$ cat src/design/ts_regs_pkg.sv
// Register map offsets, CTRL and CFG field positions, AXI response codes
package ts_regs_pkg;

    typedef logic [31:0] word_t;       // Register data width
    typedef logic [1:0]  axi_resp_t;

    localparam axi_resp_t RESP_OKAY   = 2'b00;
    localparam axi_resp_t RESP_SLVERR = 2'b10;

    // Byte offsets
    localparam logic [11:0] REG_CTRL       = 12'h000;
    localparam logic [11:0] REG_ARM_CFG    = 12'h004;
    localparam logic [11:0] REG_ARM_COUNT  = 12'h008;
    localparam logic [11:0] REG_TRIG_CFG   = 12'h00C;
    localparam logic [11:0] REG_TRIG_COUNT = 12'h010;
    localparam logic [11:0] REG_STATUS     = 12'h014;  // Read only
    localparam logic [11:0] REG_TS_SEC     = 12'h018;  // Last timestamp
    localparam logic [11:0] REG_TS_NSEC    = 12'h01C;
    localparam logic [11:0] REG_MEAS_COUNT = 12'h020;

    localparam int CTRL_INIT_IMM_BIT  = 0;  // Write-one pulse
    localparam int CTRL_INIT_CONT_BIT = 1;  // Stored level
    localparam int CTRL_ABORT_BIT     = 2;  // Write-one pulse

    // Shared by ARM_CFG and TRIG_CFG
    localparam int CFG_IMM_BIT  = 0;
    localparam int CFG_CHAN_LSB = 4;

endpackage

$ cat src/design/ts_trig_pkg.sv
// Trigger model types: sequencer states, counts, channel select, status
package ts_trig_pkg;

    typedef enum logic [2:0] {
        ST_RST,         // Leaving reset
        ST_IDLE,        // Waiting for init
        ST_INIT,        // Clear counters, start sweep
        ST_ARM_WAIT,
        ST_ARM_CHECK,   // Compare arm counter
        ST_TRIG_WAIT,
        ST_TRIG_CHECK,  // Compare trigger counter
        ST_MEASURING    // Waiting for measure_done
    } trig_state_t;

    typedef logic [31:0] count_t;
    typedef logic [3:0]  chan_sel_t;  // Values at or above NUM_EXT_TRIG never fire
    typedef logic [31:0] rtc_t;

    typedef logic [4:0]  status_t;

    // Status bit positions
    localparam int STAT_COMPLETE  = 0;
    localparam int STAT_SWEEPING  = 1;
    localparam int STAT_WAIT_ARM  = 2;
    localparam int STAT_WAIT_TRIG = 3;
    localparam int STAT_MEASURING = 4;

endpackage

$ cat src/design/axi_ts_top.sv
// Trigger sequencer top: register file, source select,
// sequencing state machine and timestamp block
`timescale 1ns/10ps

module axi_ts_top import ts_regs_pkg::*, ts_trig_pkg::*; #(
    parameter int AXI_ADDR_WIDTH = 12,
    parameter int NUM_EXT_TRIG   = 8
) (
    input  logic                      aclk,
    input  logic                      aresetn,
    input  logic [AXI_ADDR_WIDTH-1:0] s_axi_awaddr,
    input  logic                      s_axi_awvalid,
    output logic                      s_axi_awready,
    input  word_t                     s_axi_wdata,
    input  logic                      s_axi_wvalid,
    output logic                      s_axi_wready,
    output axi_resp_t                 s_axi_bresp,
    output logic                      s_axi_bvalid,
    input  logic                      s_axi_bready,
    input  logic [AXI_ADDR_WIDTH-1:0] s_axi_araddr,
    input  logic                      s_axi_arvalid,
    output logic                      s_axi_arready,
    output word_t                     s_axi_rdata,
    output axi_resp_t                 s_axi_rresp,
    output logic                      s_axi_rvalid,
    input  logic                      s_axi_rready,
    input  logic [NUM_EXT_TRIG-1:0]   ext_trigger,    // Asynchronous levels
    input  rtc_t                      rtc_sec,
    input  rtc_t                      rtc_nsec,
    output logic                      measure_start,
    input  logic                      measure_done
);

    logic      init_pulse;
    logic      init_continuous;
    logic      abort_pulse;
    logic      arm_immediate;
    logic      trig_immediate;
    chan_sel_t arm_chan;
    chan_sel_t trig_chan;
    count_t    arm_count;
    count_t    trig_count;
    count_t    meas_count;
    logic      arm_event;
    logic      trig_event;
    status_t   status;
    rtc_t      ts_sec;
    rtc_t      ts_nsec;

    axil_trig_regs #(.AXI_ADDR_WIDTH(AXI_ADDR_WIDTH)) regs0 (.*);

    trig_source_sel #(.NUM_EXT_TRIG(NUM_EXT_TRIG)) src0 (.*);

    trig_seq_fsm fsm0 (.*);

    trig_timestamp ts0 (.*);

endmodule

$ cat src/design/axil_trig_regs.sv
// AXI4-Lite slave with control and layer config registers,
// status, timestamp and measurement count readback
`timescale 1ns/10ps

module axil_trig_regs import ts_regs_pkg::*, ts_trig_pkg::*; #(
    parameter int AXI_ADDR_WIDTH = 12
) (
    input  logic                      aclk,
    input  logic                      aresetn,
    input  logic [AXI_ADDR_WIDTH-1:0] s_axi_awaddr,
    input  logic                      s_axi_awvalid,
    output logic                      s_axi_awready,
    input  word_t                     s_axi_wdata,
    input  logic                      s_axi_wvalid,
    output logic                      s_axi_wready,
    output axi_resp_t                 s_axi_bresp,
    output logic                      s_axi_bvalid,
    input  logic                      s_axi_bready,
    input  logic [AXI_ADDR_WIDTH-1:0] s_axi_araddr,
    input  logic                      s_axi_arvalid,
    output logic                      s_axi_arready,
    output word_t                     s_axi_rdata,
    output axi_resp_t                 s_axi_rresp,
    output logic                      s_axi_rvalid,
    input  logic                      s_axi_rready,
    output logic                      init_pulse,
    output logic                      init_continuous,
    output logic                      abort_pulse,
    output logic                      arm_immediate,
    output chan_sel_t                 arm_chan,
    output count_t                    arm_count,
    output logic                      trig_immediate,
    output chan_sel_t                 trig_chan,
    output count_t                    trig_count,
    input  status_t                   status,
    input  rtc_t                      ts_sec,
    input  rtc_t                      ts_nsec,
    input  count_t                    meas_count
);

    typedef logic [AXI_ADDR_WIDTH-1:0] addr_t;

    addr_t wr_addr;
    addr_t rd_addr;
    logic  wr_start;   // Both write channels present, nothing pending
    logic  wr_hs;
    logic  rd_hs;
    logic  wr_ok;
    logic  rd_ok;
    word_t rd_word;

    // Shared layout of ARM_CFG and TRIG_CFG
    function automatic word_t cfg_word(input logic imm, input chan_sel_t chan);
        word_t w;
        w = '0;
        w[CFG_IMM_BIT] = imm;
        w[CFG_CHAN_LSB +: $bits(chan_sel_t)] = chan;
        return w;
    endfunction

    assign wr_addr  = {s_axi_awaddr[AXI_ADDR_WIDTH-1:2], 2'b00};
    assign rd_addr  = {s_axi_araddr[AXI_ADDR_WIDTH-1:2], 2'b00};
    assign wr_start = s_axi_awvalid && s_axi_wvalid && !s_axi_awready && !s_axi_bvalid;
    assign wr_hs    = s_axi_awready && s_axi_wready && s_axi_awvalid && s_axi_wvalid;
    assign rd_hs    = s_axi_arready && s_axi_arvalid;

    always_comb begin
        case (wr_addr)
            addr_t'(REG_CTRL), addr_t'(REG_ARM_CFG), addr_t'(REG_ARM_COUNT),
            addr_t'(REG_TRIG_CFG), addr_t'(REG_TRIG_COUNT): wr_ok = 1'b1;
            default: wr_ok = 1'b0;  // Read-only or unmapped
        endcase
    end

    always_ff @(posedge aclk) begin
        if (!aresetn) begin
            s_axi_awready <= 1'b0;
            s_axi_wready  <= 1'b0;
            s_axi_bvalid  <= 1'b0;
        end else begin
            s_axi_awready <= wr_start;
            s_axi_wready  <= wr_start;
            if (wr_hs) begin
                s_axi_bvalid <= 1'b1;
            end else if (s_axi_bready) begin
                s_axi_bvalid <= 1'b0;
            end
        end
    end

    always_ff @(posedge aclk) begin
        if (wr_hs) begin
            s_axi_bresp <= wr_ok ? RESP_OKAY : RESP_SLVERR;
        end
    end

    always_ff @(posedge aclk) begin
        if (!aresetn) begin
            init_pulse      <= 1'b0;
            init_continuous <= 1'b0;
            abort_pulse     <= 1'b0;
            arm_immediate   <= 1'b0;
            arm_chan        <= '0;
            arm_count       <= '0;
            trig_immediate  <= 1'b0;
            trig_chan       <= '0;
            trig_count      <= '0;
        end else begin
            init_pulse  <= 1'b0;  // Self-clearing
            abort_pulse <= 1'b0;
            if (wr_hs) begin
                case (wr_addr)
                    addr_t'(REG_CTRL): begin
                        init_pulse      <= s_axi_wdata[CTRL_INIT_IMM_BIT];
                        init_continuous <= s_axi_wdata[CTRL_INIT_CONT_BIT];
                        abort_pulse     <= s_axi_wdata[CTRL_ABORT_BIT];
                    end
                    addr_t'(REG_ARM_CFG): begin
                        arm_immediate <= s_axi_wdata[CFG_IMM_BIT];
                        arm_chan      <= s_axi_wdata[CFG_CHAN_LSB +: $bits(chan_sel_t)];
                    end
                    addr_t'(REG_TRIG_CFG): begin
                        trig_immediate <= s_axi_wdata[CFG_IMM_BIT];
                        trig_chan      <= s_axi_wdata[CFG_CHAN_LSB +: $bits(chan_sel_t)];
                    end
                    addr_t'(REG_ARM_COUNT):  arm_count  <= count_t'(s_axi_wdata);
                    addr_t'(REG_TRIG_COUNT): trig_count <= count_t'(s_axi_wdata);
                    default: ;
                endcase
            end
        end
    end

    always_comb begin
        rd_word = '0;
        rd_ok   = 1'b1;
        case (rd_addr)
            addr_t'(REG_CTRL):       rd_word[CTRL_INIT_CONT_BIT] = init_continuous;
            addr_t'(REG_ARM_CFG):    rd_word = cfg_word(arm_immediate, arm_chan);
            addr_t'(REG_ARM_COUNT):  rd_word = word_t'(arm_count);
            addr_t'(REG_TRIG_CFG):   rd_word = cfg_word(trig_immediate, trig_chan);
            addr_t'(REG_TRIG_COUNT): rd_word = word_t'(trig_count);
            addr_t'(REG_STATUS):     rd_word = word_t'(status);
            addr_t'(REG_TS_SEC):     rd_word = word_t'(ts_sec);
            addr_t'(REG_TS_NSEC):    rd_word = word_t'(ts_nsec);
            addr_t'(REG_MEAS_COUNT): rd_word = word_t'(meas_count);
            default:                 rd_ok   = 1'b0;  // Data stays 0
        endcase
    end

    always_ff @(posedge aclk) begin
        if (!aresetn) begin
            s_axi_arready <= 1'b0;
            s_axi_rvalid  <= 1'b0;
        end else begin
            s_axi_arready <= s_axi_arvalid && !s_axi_arready && !s_axi_rvalid;
            if (rd_hs) begin
                s_axi_rvalid <= 1'b1;
            end else if (s_axi_rready) begin
                s_axi_rvalid <= 1'b0;
            end
        end
    end

    always_ff @(posedge aclk) begin
        if (rd_hs) begin
            s_axi_rdata <= rd_word;
            s_axi_rresp <= rd_ok ? RESP_OKAY : RESP_SLVERR;
        end
    end

endmodule

$ cat src/design/trig_seq_fsm.sv
// Arm and trigger layer state machine with its counters,
// measure_start generation and status flags
`timescale 1ns/10ps

module trig_seq_fsm import ts_trig_pkg::*; (
    input  logic    aclk,
    input  logic    aresetn,
    input  logic    init_pulse,
    input  logic    init_continuous,
    input  logic    abort_pulse,
    input  logic    arm_event,
    input  logic    trig_event,
    input  count_t  arm_count,
    input  count_t  trig_count,
    input  logic    measure_done,
    output logic    measure_start,
    output status_t status
);

    trig_state_t state;
    trig_state_t state_next;
    count_t      arm_cnt;       // Arm events accepted this sweep
    count_t      trig_cnt;      // Measurements done in this arm
    count_t      arm_target;
    count_t      trig_target;

    // A count of 0 runs the layer once
    assign arm_target  = (arm_count == '0) ? count_t'(1) : arm_count;
    assign trig_target = (trig_count == '0) ? count_t'(1) : trig_count;

    always_ff @(posedge aclk) begin
        if (!aresetn) begin
            state <= ST_RST;
        end else begin
            state <= state_next;
        end
    end

    always_comb begin
        if (abort_pulse) begin
            state_next = ST_IDLE;
        end else begin
            case (state)
                ST_RST:        state_next = ST_IDLE;
                ST_IDLE:       state_next = (init_pulse || init_continuous) ? ST_INIT : ST_IDLE;
                ST_INIT:       state_next = ST_ARM_WAIT;
                ST_ARM_WAIT:   state_next = arm_event ? ST_TRIG_WAIT : ST_ARM_WAIT;
                ST_TRIG_WAIT:  state_next = trig_event ? ST_MEASURING : ST_TRIG_WAIT;
                ST_MEASURING:  state_next = measure_done ? ST_TRIG_CHECK : ST_MEASURING;
                ST_TRIG_CHECK: state_next = (trig_cnt >= trig_target) ? ST_ARM_CHECK : ST_TRIG_WAIT;
                ST_ARM_CHECK: begin
                    if (arm_cnt < arm_target) begin
                        state_next = ST_ARM_WAIT;
                    end else begin
                        state_next = init_continuous ? ST_INIT : ST_IDLE;  // Sweep end
                    end
                end
                default:       state_next = ST_RST;
            endcase
        end
    end

    always_ff @(posedge aclk) begin
        if (!aresetn) begin
            arm_cnt  <= '0;
            trig_cnt <= '0;
        end else begin
            case (state)
                ST_INIT: begin
                    arm_cnt  <= '0;
                    trig_cnt <= '0;
                end
                ST_ARM_WAIT: begin
                    if (arm_event) begin
                        arm_cnt <= arm_cnt + count_t'(1);
                    end
                end
                ST_MEASURING: begin
                    if (measure_done) begin
                        trig_cnt <= trig_cnt + count_t'(1);
                    end
                end
                ST_ARM_CHECK: trig_cnt <= '0;  // Fresh trigger layer per arm
                default: ;
            endcase
        end
    end

    // One cycle, on entry to ST_MEASURING
    always_ff @(posedge aclk) begin
        if (!aresetn) begin
            measure_start <= 1'b0;
        end else begin
            measure_start <= (state == ST_TRIG_WAIT) && (state_next == ST_MEASURING);
        end
    end

    // ST_INIT counts as sweeping so complete and sweeping never both drop
    always_ff @(posedge aclk) begin
        if (!aresetn) begin
            status <= '0;
        end else begin
            status[STAT_COMPLETE]  <= (state_next == ST_IDLE);
            status[STAT_SWEEPING]  <= state_next inside {ST_INIT, ST_ARM_WAIT, ST_ARM_CHECK,
                                                         ST_TRIG_WAIT, ST_TRIG_CHECK,
                                                         ST_MEASURING};
            status[STAT_WAIT_ARM]  <= (state_next == ST_ARM_WAIT);
            status[STAT_WAIT_TRIG] <= (state_next == ST_TRIG_WAIT);
            status[STAT_MEASURING] <= (state_next == ST_MEASURING);
        end
    end

endmodule

$ cat src/design/trig_source_sel.sv
// External trigger synchroniser, rising edge detect and layer source select
`timescale 1ns/10ps

module trig_source_sel import ts_trig_pkg::*; #(
    parameter int NUM_EXT_TRIG = 8
) (
    input  logic                    aclk,
    input  logic                    aresetn,
    input  logic [NUM_EXT_TRIG-1:0] ext_trigger,
    input  logic                    arm_immediate,
    input  chan_sel_t               arm_chan,
    input  logic                    trig_immediate,
    input  chan_sel_t               trig_chan,
    output logic                    arm_event,
    output logic                    trig_event
);

    localparam int NUM_SEL = 2 ** $bits(chan_sel_t);

    logic [NUM_EXT_TRIG-1:0] sync_q1;
    logic [NUM_EXT_TRIG-1:0] sync_q2;
    logic [NUM_EXT_TRIG-1:0] prev_q;   // Last synchronised sample
    logic [NUM_SEL-1:0]      rise;     // Upper channels stay 0

    always_ff @(posedge aclk) begin
        if (!aresetn) begin
            sync_q1 <= '0;
            sync_q2 <= '0;
            prev_q  <= '0;
        end else begin
            sync_q1 <= ext_trigger;
            sync_q2 <= sync_q1;
            prev_q  <= sync_q2;
        end
    end

    assign rise = NUM_SEL'(sync_q2 & ~prev_q);

    // Edge register, immediate overrides the channel
    always_ff @(posedge aclk) begin
        if (!aresetn) begin
            arm_event  <= 1'b0;
            trig_event <= 1'b0;
        end else begin
            arm_event  <= arm_immediate || rise[arm_chan];
            trig_event <= trig_immediate || rise[trig_chan];
        end
    end

endmodule

$ cat src/design/trig_timestamp.sv
// RTC capture on measurement start, measurement counter since init
`timescale 1ns/10ps

module trig_timestamp import ts_trig_pkg::*; (
    input  logic   aclk,
    input  logic   aresetn,
    input  logic   measure_start,
    input  logic   init_pulse,
    input  rtc_t   rtc_sec,
    input  rtc_t   rtc_nsec,
    output rtc_t   ts_sec,
    output rtc_t   ts_nsec,
    output count_t meas_count
);

    // RTC as seen in the measure_start cycle
    always_ff @(posedge aclk) begin
        if (!aresetn) begin
            ts_sec  <= '0;
            ts_nsec <= '0;
        end else if (measure_start) begin
            ts_sec  <= rtc_sec;
            ts_nsec <= rtc_nsec;
        end
    end

    always_ff @(posedge aclk) begin
        if (!aresetn) begin
            meas_count <= '0;
        end else if (init_pulse) begin
            meas_count <= '0;  // New run from software
        end else if (measure_start) begin
            meas_count <= meas_count + count_t'(1);
        end
    end

endmodule

$ cat config.mk
export PLATFORM = sky130hd
export DESIGN_NAME = axi_ts_top
export DESIGN_NICKNAME = d
export VERILOG_FILES = /design/src/design/ts_regs_pkg.sv /design/src/design/ts_trig_pkg.sv /design/src/design/axi_ts_top.sv /design/src/design/axil_trig_regs.sv /design/src/design/trig_seq_fsm.sv /design/src/design/trig_source_sel.sv /design/src/design/trig_timestamp.sv
export SDC_FILE = /design/constraint.sdc
export NUM_CORES = 1
export LEC_CHECK = 0
export BUFFER_PORTS_ARGS = -buffer_cell sky130_fd_sc_hd__buf_2
export CAP_MARGIN = 20
export CORE_MARGIN = 5
export CORE_UTILIZATION = 28
export DETAILED_ROUTE_END_ITERATION = 8
export GPL_TIMING_DRIVEN = 0
export PLACE_DENSITY = 0.45
export SKIP_LAST_GASP = 1
export SYNTH_ARGS = -nofsm -noshare
export SYNTH_HDL_FRONTEND = slang
export SYNTH_HIERARCHICAL = 1
export SYNTH_SLANG_ARGS = --single-unit
export TNS_END_PERCENT = 10
$ cat constraint.sdc
create_clock -name aclk -period 5.65 [get_ports aclk]
set_input_delay 1.695 -clock aclk [delete_from_list [all_inputs] [get_ports aclk]]
set_output_delay 1.695 -clock aclk [all_outputs]
set_load 0.02 [all_outputs]
### Yosys cells after proc, flatten, opt, wreduce, memory -nomap -nowiden

Cells that the tools add are included.

* flip-flop bits (word level): 312
* bits of input ports: 136
* output and inout port bits: 42
* word-level logic and storage cells: 135

* add/subtract/negate cells: 3
* $lt $le $gt $ge: 4
* eq/ne operators: 28
* mux-type cells: 30
* bitwise operators: 3
* reductions and logical operators: 38

Operators with widths (number)
* $pmux 30 s8: 1
* $mux 32: 4
* $pmux 32 s2: 2
* $add 32x1->32 const B: 3
* $logic_not 32->1: 2
* $eq 10x3->1 const B: 5
* $eq 10x2->1 const B: 4
* $ge 32x32->1: 1
* $lt 32x32->1: 1
* $eq 3x3->1 const B: 8
* $logic_not 12->1: 2
* $pmux 3 s8: 1
* $eq 10x1->1 const B: 2
* $and 8x16->16: 1
* $not 8->16: 1
* $reduce_and 2->1: 7
* $eq 3x2->1 const B: 4
* $eq 10x4->1 const B: 1
* $lt 4x5->1 const B: 2
* $mux 1: 10
* $mux 2: 5
* $logic_and 1x1->1: 9
* $mux 3: 3
* $reduce_or 9->1: 1
* 14 further kinds: 26

### Depth between registers and ports, before layout

* word-level depth: 8
* mapped depth: 11
* mapped depth without buffers: 11

### Hierarchy

The synthesis kept the hierarchy.

By module, submodules not included
* axil_trig_regs: times used 1, cells each 545, area an instance 5677.9 sq um, sequential area each 2642.5 sq um
* trig_seq_fsm: times used 1, cells each 626, area an instance 4966.0 sq um, sequential area each 1461.4 sq um
* trig_timestamp: times used 1, cells each 389, area an instance 3920.0 sq um, sequential area each 1921.8 sq um
* trig_source_sel: times used 1, cells each 82, area an instance 903.4 sq um, sequential area each 520.5 sq um

### Worst setup path before layout

No wires, ideal clock.

* path kind: input to register
* start point: in measure_done
* end point: reg fsm0.trig_cnt[30]
* library setup time: 116 ps
* data arrival time: 3294 ps
* data required time: 5534 ps
* slack: 2240 ps
* stages on the path: 8
* path buffers: 1
* cells stage by stage: and3_1 -> o21ai_2 -> a211o_1 -> or4_1 -> buf_2 -> nor2_2 -> a311oi_1 -> a41o_1

* cells in the longest elaborated chain, start to end: 2

RTL lines
* start, declared: line axi_ts_top.sv:31 `input logic measure_done`
* $ne 2x2->1 (no line)
* $reduce_and 2->1 (no line)
* end signal, assigned: line trig_seq_fsm.sv:80 `trig_cnt <= trig_cnt + count_t'(1);`
* end, declared: line trig_seq_fsm.sv:23 `count_t trig_cnt;`

No other way between the ends.
A chain may end at the register's enable or synchronous reset.

### Worst setup path after layout

* start point: reg regs0.trig_count[18]
* end point: reg fsm0.status[2]

* cells in the longest elaborated chain, start to end: 7

RTL lines
* start, declared: line axil_trig_regs.sv:34 `output count_t trig_count,`
* start signal, assigned: line axil_trig_regs.sv:127 `addr_t'(REG_TRIG_COUNT): trig_count <= count_t'(s_axi_wdata);`
* $logic_not 32->1: line trig_seq_fsm.sv:29 `assign trig_target = (trig_count == '0) ? count_t'(1) : trig_count;`
* $mux 32 *: line trig_seq_fsm.sv:29
* $ge 32x32->1 *: line trig_seq_fsm.sv:50 `ST_TRIG_CHECK: state_next = (trig_cnt >= trig_target) ? ST_ARM_CHECK : ST_TRIG_WAIT;`
* $mux 1 *: line trig_seq_fsm.sv:50
* $pmux 3 s8 *: line trig_seq_fsm.sv:43 `case (state)`
* $mux 3 *: line trig_seq_fsm.sv:40 `if (abort_pulse) begin`
* $eq 3x2->1 *: line trig_seq_fsm.sv:107 `status[STAT_WAIT_ARM] <= (state_next == ST_ARM_WAIT);`
* end signal, assigned by index: line trig_seq_fsm.sv:107
* end signal, assigned by index: line trig_seq_fsm.sv:108 `status[STAT_WAIT_TRIG] <= (state_next == ST_TRIG_WAIT);`
* end signal, assigned by index: line trig_seq_fsm.sv:109 `status[STAT_MEASURING] <= (state_next == ST_MEASURING);`
* end, declared: line trig_seq_fsm.sv:17 `output status_t status`

Mark *: on every way between the ends. The rest lies on a longest branch, timed or not.

==> key figures <==
Synth
  – Mapped Area: 15470 µm²
  – Top_reg_cell synth: dfxtp_1
  – Cell variety after synth: 76
  – Post-synthesis sequential area ratio: a little over two fifths
  – Post-synth EDFFs: 34
  – Top cell type's share of synthesized area: 35.72%
  – Synth async-reset ratio: 0%
  – Most instantiated cells after synthesis: 276 x dfxtp_1, 129 x nand2_1, 125 x nor2b_1
  – Dominant cells by area after synthesis: dfxtp_1 36%, mux2i_1 7.6%, edfxtp_1 6.6%
  – Synthesized instance count: 1642
  – Register bit total from synthesis: 310
  – Yosys warning total: 6
  – Most numerous cell in the Yosys netlist: dfxtp_1
  – Area leader, netlist: dfxtp_1
  – Synth Area per Inst: roughly 9.4 µm²

Setup path
  – WP data arrival: 4130 ps
  – CP max-delay cell: nor4_1
  – Worst setup EP type: register
  – Worst Setup Start Kind: register
  – Top Family by Delay on Critical Path: simple AND/OR/NAND/NOR gates
  – Worst setup path category: register to register
  – Critical path required time: a little over 6000 ps
  – Largest stage delay, worst path: 530 ps
  – Worst Path Buf+Inv: 0
  – Critical path peak fanout: 4
  – CP most frequent cell: nor4_1
  – Critical path cell sequence: nor4_1 > nand4_1 > o21bai_1 > ha_1 > nand2b_1 > a2111oi_0 > o311ai_0 > a21oi_1 > o21ai_0 > and3_1 > nor4_1

Die
  – Die W: 245.0 µm
  – Core ar.: 54880 µm²
  – Die Y-Extent: roughly 250 µm
  – Floorplan row count: 86
  – I/O pins: 178
  – Initial Util: between 20% and 30%
  – Die area: 60040 µm²

Clock tree
  – CTS tree: done
  – Clk Latency, worst-skew pair: 550 ps
  – Hold-fix buffers at CTS: 0
  – Clock sink count: 310
  – H-tree depth: 2
  – Max clock buf depth: 3
  – Clock Tree Root: clkbuf_16
  – CTS resizes: 0
  – Total CTS buffers: 38
  – Post-CTS setup buffers: 0
  – CTS clock-pin slew for the worst setup and hold paths: 60 ps

Route
  – Iteration-0 DRC Markers: 860
  – DRT Pass-1 Iters: 8
  – Vias post-DR: about 13000
  – Post-DR wirelength/cell: 20.76 µm
  – Final wirelength: 53750 µm
  – DR DRC count: 0
  – Post-DRT Antenna Nets: 0
  – Vias per inst: 5.058

STA
  – Max Slew Vio Count: 0
  – Fin crit period: ~3800 ps
  – Final Setup Violations: 0
  – Clk_skew: between 10 and 15 ps
  – Final Hold Fails: 0
  – Hold_ws: 425.5 ps
  – Slew @ Worst Pin: 1040 ps
  – Final period util: roughly two thirds
  – RSZ-0062 raised after global routing: no
  – Total negative setup slack: 0 ps
  – Worst slew margin: 30.70%
  – FMAX: 0.2665 GHz

Placement
  – Placed wire-length estimate: between 40000 and 50000 µm
  – RD Place Congestion: 0.8890
  – Port Buf Inserts: 170

Power and ir drop
  – Leak: 6.524 nW
  – Worst vdd rail ir drop: 192.5 µV
  – Cell Pwr Density: between 200 and 300 nW/µm²

GRT
  – Total grt overflow: 0
  – Largest net degree at the start of global routing: 35
  – Initial antenna violation count: 2
  – First-pass GRT wire length: around 80000 µm
  – Vias in the first global route: 12855
  – Gr usage total: 17.42%

Layout
  – Area of the multi-input gates: 8180 µm²
  – Area delta synth->final: 19.47%
  – Layout Nets: 2055
  – Share of cells above drive strength 1: between 10% and 20%
  – Filler cell count in the final layout: 5723
  – Register area: 6546 µm²

Outcome
  – Status: completed

Hold path
  – Hold Crit Class: register to register

Flow run
  – Maxcap violations: 0
cell usage in the layout, fill, tap and decap left out, drive strengths merged, types with 6 or more instances in the layout:
cell | netlist | final
edfxtp | 34 | 34
nand3 | 31 | 31
nor2b | 125 | 125
and4 | 15 | 15
nor3 | 16 | 16
nor4 | 26 | 26
a21boi | 34 | 34
clkbuf | 51 | 112
xnor2 | 30 | 30
inv | 79 | 80
dfxtp | 276 | 276
ha | 66 | 66
o31ai | 11 | 11
a21oi | 61 | 61
mux2i | 117 | 117
and2 | 30 | 30
clkinv | 0 | 6
buf | 35 | 205
nor2 | 111 | 111
and3 | 22 | 22
nand2 | 129 | 129
xor2 | 28 | 28
nand3b | 6 | 6
a211oi | 9 | 9
or4 | 18 | 18
a22o | 29 | 29
nand4 | 41 | 41
or3 | 29 | 29
a222oi | 25 | 25
mux2 | 29 | 29
o21ai | 49 | 49
nand2b | 12 | 12
worst reg2reg max path, stage by stage, from the launching register on:
cell and delay (ps):
dfxtp_1 370, nor4_1 430, nand4_1 310, o21bai_1 290, ha_1 270, nand2b_1 140, a2111oi_0 380, o311ai_0 260
a21oi_1 160, o21ai_0 190, and3_1 250, nor4_1 530
area by class of cell:
cell class / instances / area share (%)
Multi-Input combinational cell: 1168 / 44.27
Clock buffer: 61 / 6.608
Tap cell: 704 / 4.767
Timing Repair Buffer: 170 / 4.604
Antenna cell: 3 / 0.04063
Sequential cell: 310 / 35.43
Buffer: 86 / 2.431
Inverter: 79 / 1.605
Clock inverter: 8 / 0.2505
state kept, by name, indices dropped and copies added (netlist names), 5 cells and up:
name and flops:
ts0/meas_count 32, fsm0/status 5, regs0/arm_count 32, ts0/ts_sec 32
src0/prev_q 8, regs0/s_axi_rdata 32, ts0/ts_nsec 32, src0/sync_q1 8
fsm0/trig_cnt 32, fsm0/arm_cnt 32, regs0/trig_count 32, src0/sync_q2 8
worst paths after layout:
check / startpoint / endpoint / slack [ps] / cells after the start
setup / recovery: regs0/trig_count[18] / fsm0/status[2] / 1900 / 11
hold / removal: regs0/s_axi_bvalid / regs0/s_axi_wready / 430 / 1
setup reg to reg: regs0/trig_count[18] / fsm0/status[2] / 1900 / 11
hold reg to reg: regs0/s_axi_bvalid / regs0/s_axi_wready / 430 / 1
cells by family (layout without fill, tap and decap cells):
| family | Yosys count | count (layout) | synth area share, % |
|---|---|---|---|
| xor+xnor | 58 | 58 | 3.284 |
| flops | 310 | 310 | 42.32 |
| mux | 149 | 149 | 10.14 |
| compound gates | 261 | 261 | 11.80 |
| fa+ha+maj | 66 | 66 | 5.339 |
| buf+inv | 165 | 404 | 4.821 |
| other cells | 1 | 5 | 0.02424 |
| simple gates | 632 | 632 | 22.26 |
stage by stage:
step           area (µm²)  worst slack [ps]  utilization, %  std cells  total power [mW]
6_report            18480              1898           33.67       2589             4.917
5_1_grt             18470              1697           33.66       2586             5.096
4_1_cts             18470              1779           33.66       2586             4.994
3_5_place_dp        17200              1809           31.35       2517             2.509
3_3_place_gp        17200              1832           31.35       2517             2.507
2_1_floorplan       15470              2240               -       1643             2.383
report_power, final:
part	leakage (nW)	switching, mW	total, mW	internal [mW]
clock network	0.626	0.978	2.46	1.48
logic	3.34	0.139	0.219	0.0797
registers	2.56	0.00590	2.24	2.24
total	6.52	1.12	4.92	3.79
layer usage:
metal | up-vias | global-route usage [%] | part of all wire (%)
met4 | 4 | 6.122 | 3.5
met2 | 419 | 27.53 | 44
li1 | 6320 | - | -
met3 | 98 | 3.310 | 6.0
met5 | - | 0 | 0.050
met1 | 6255 | 23.86 | 46
Power figures use the tool's default switching activity.
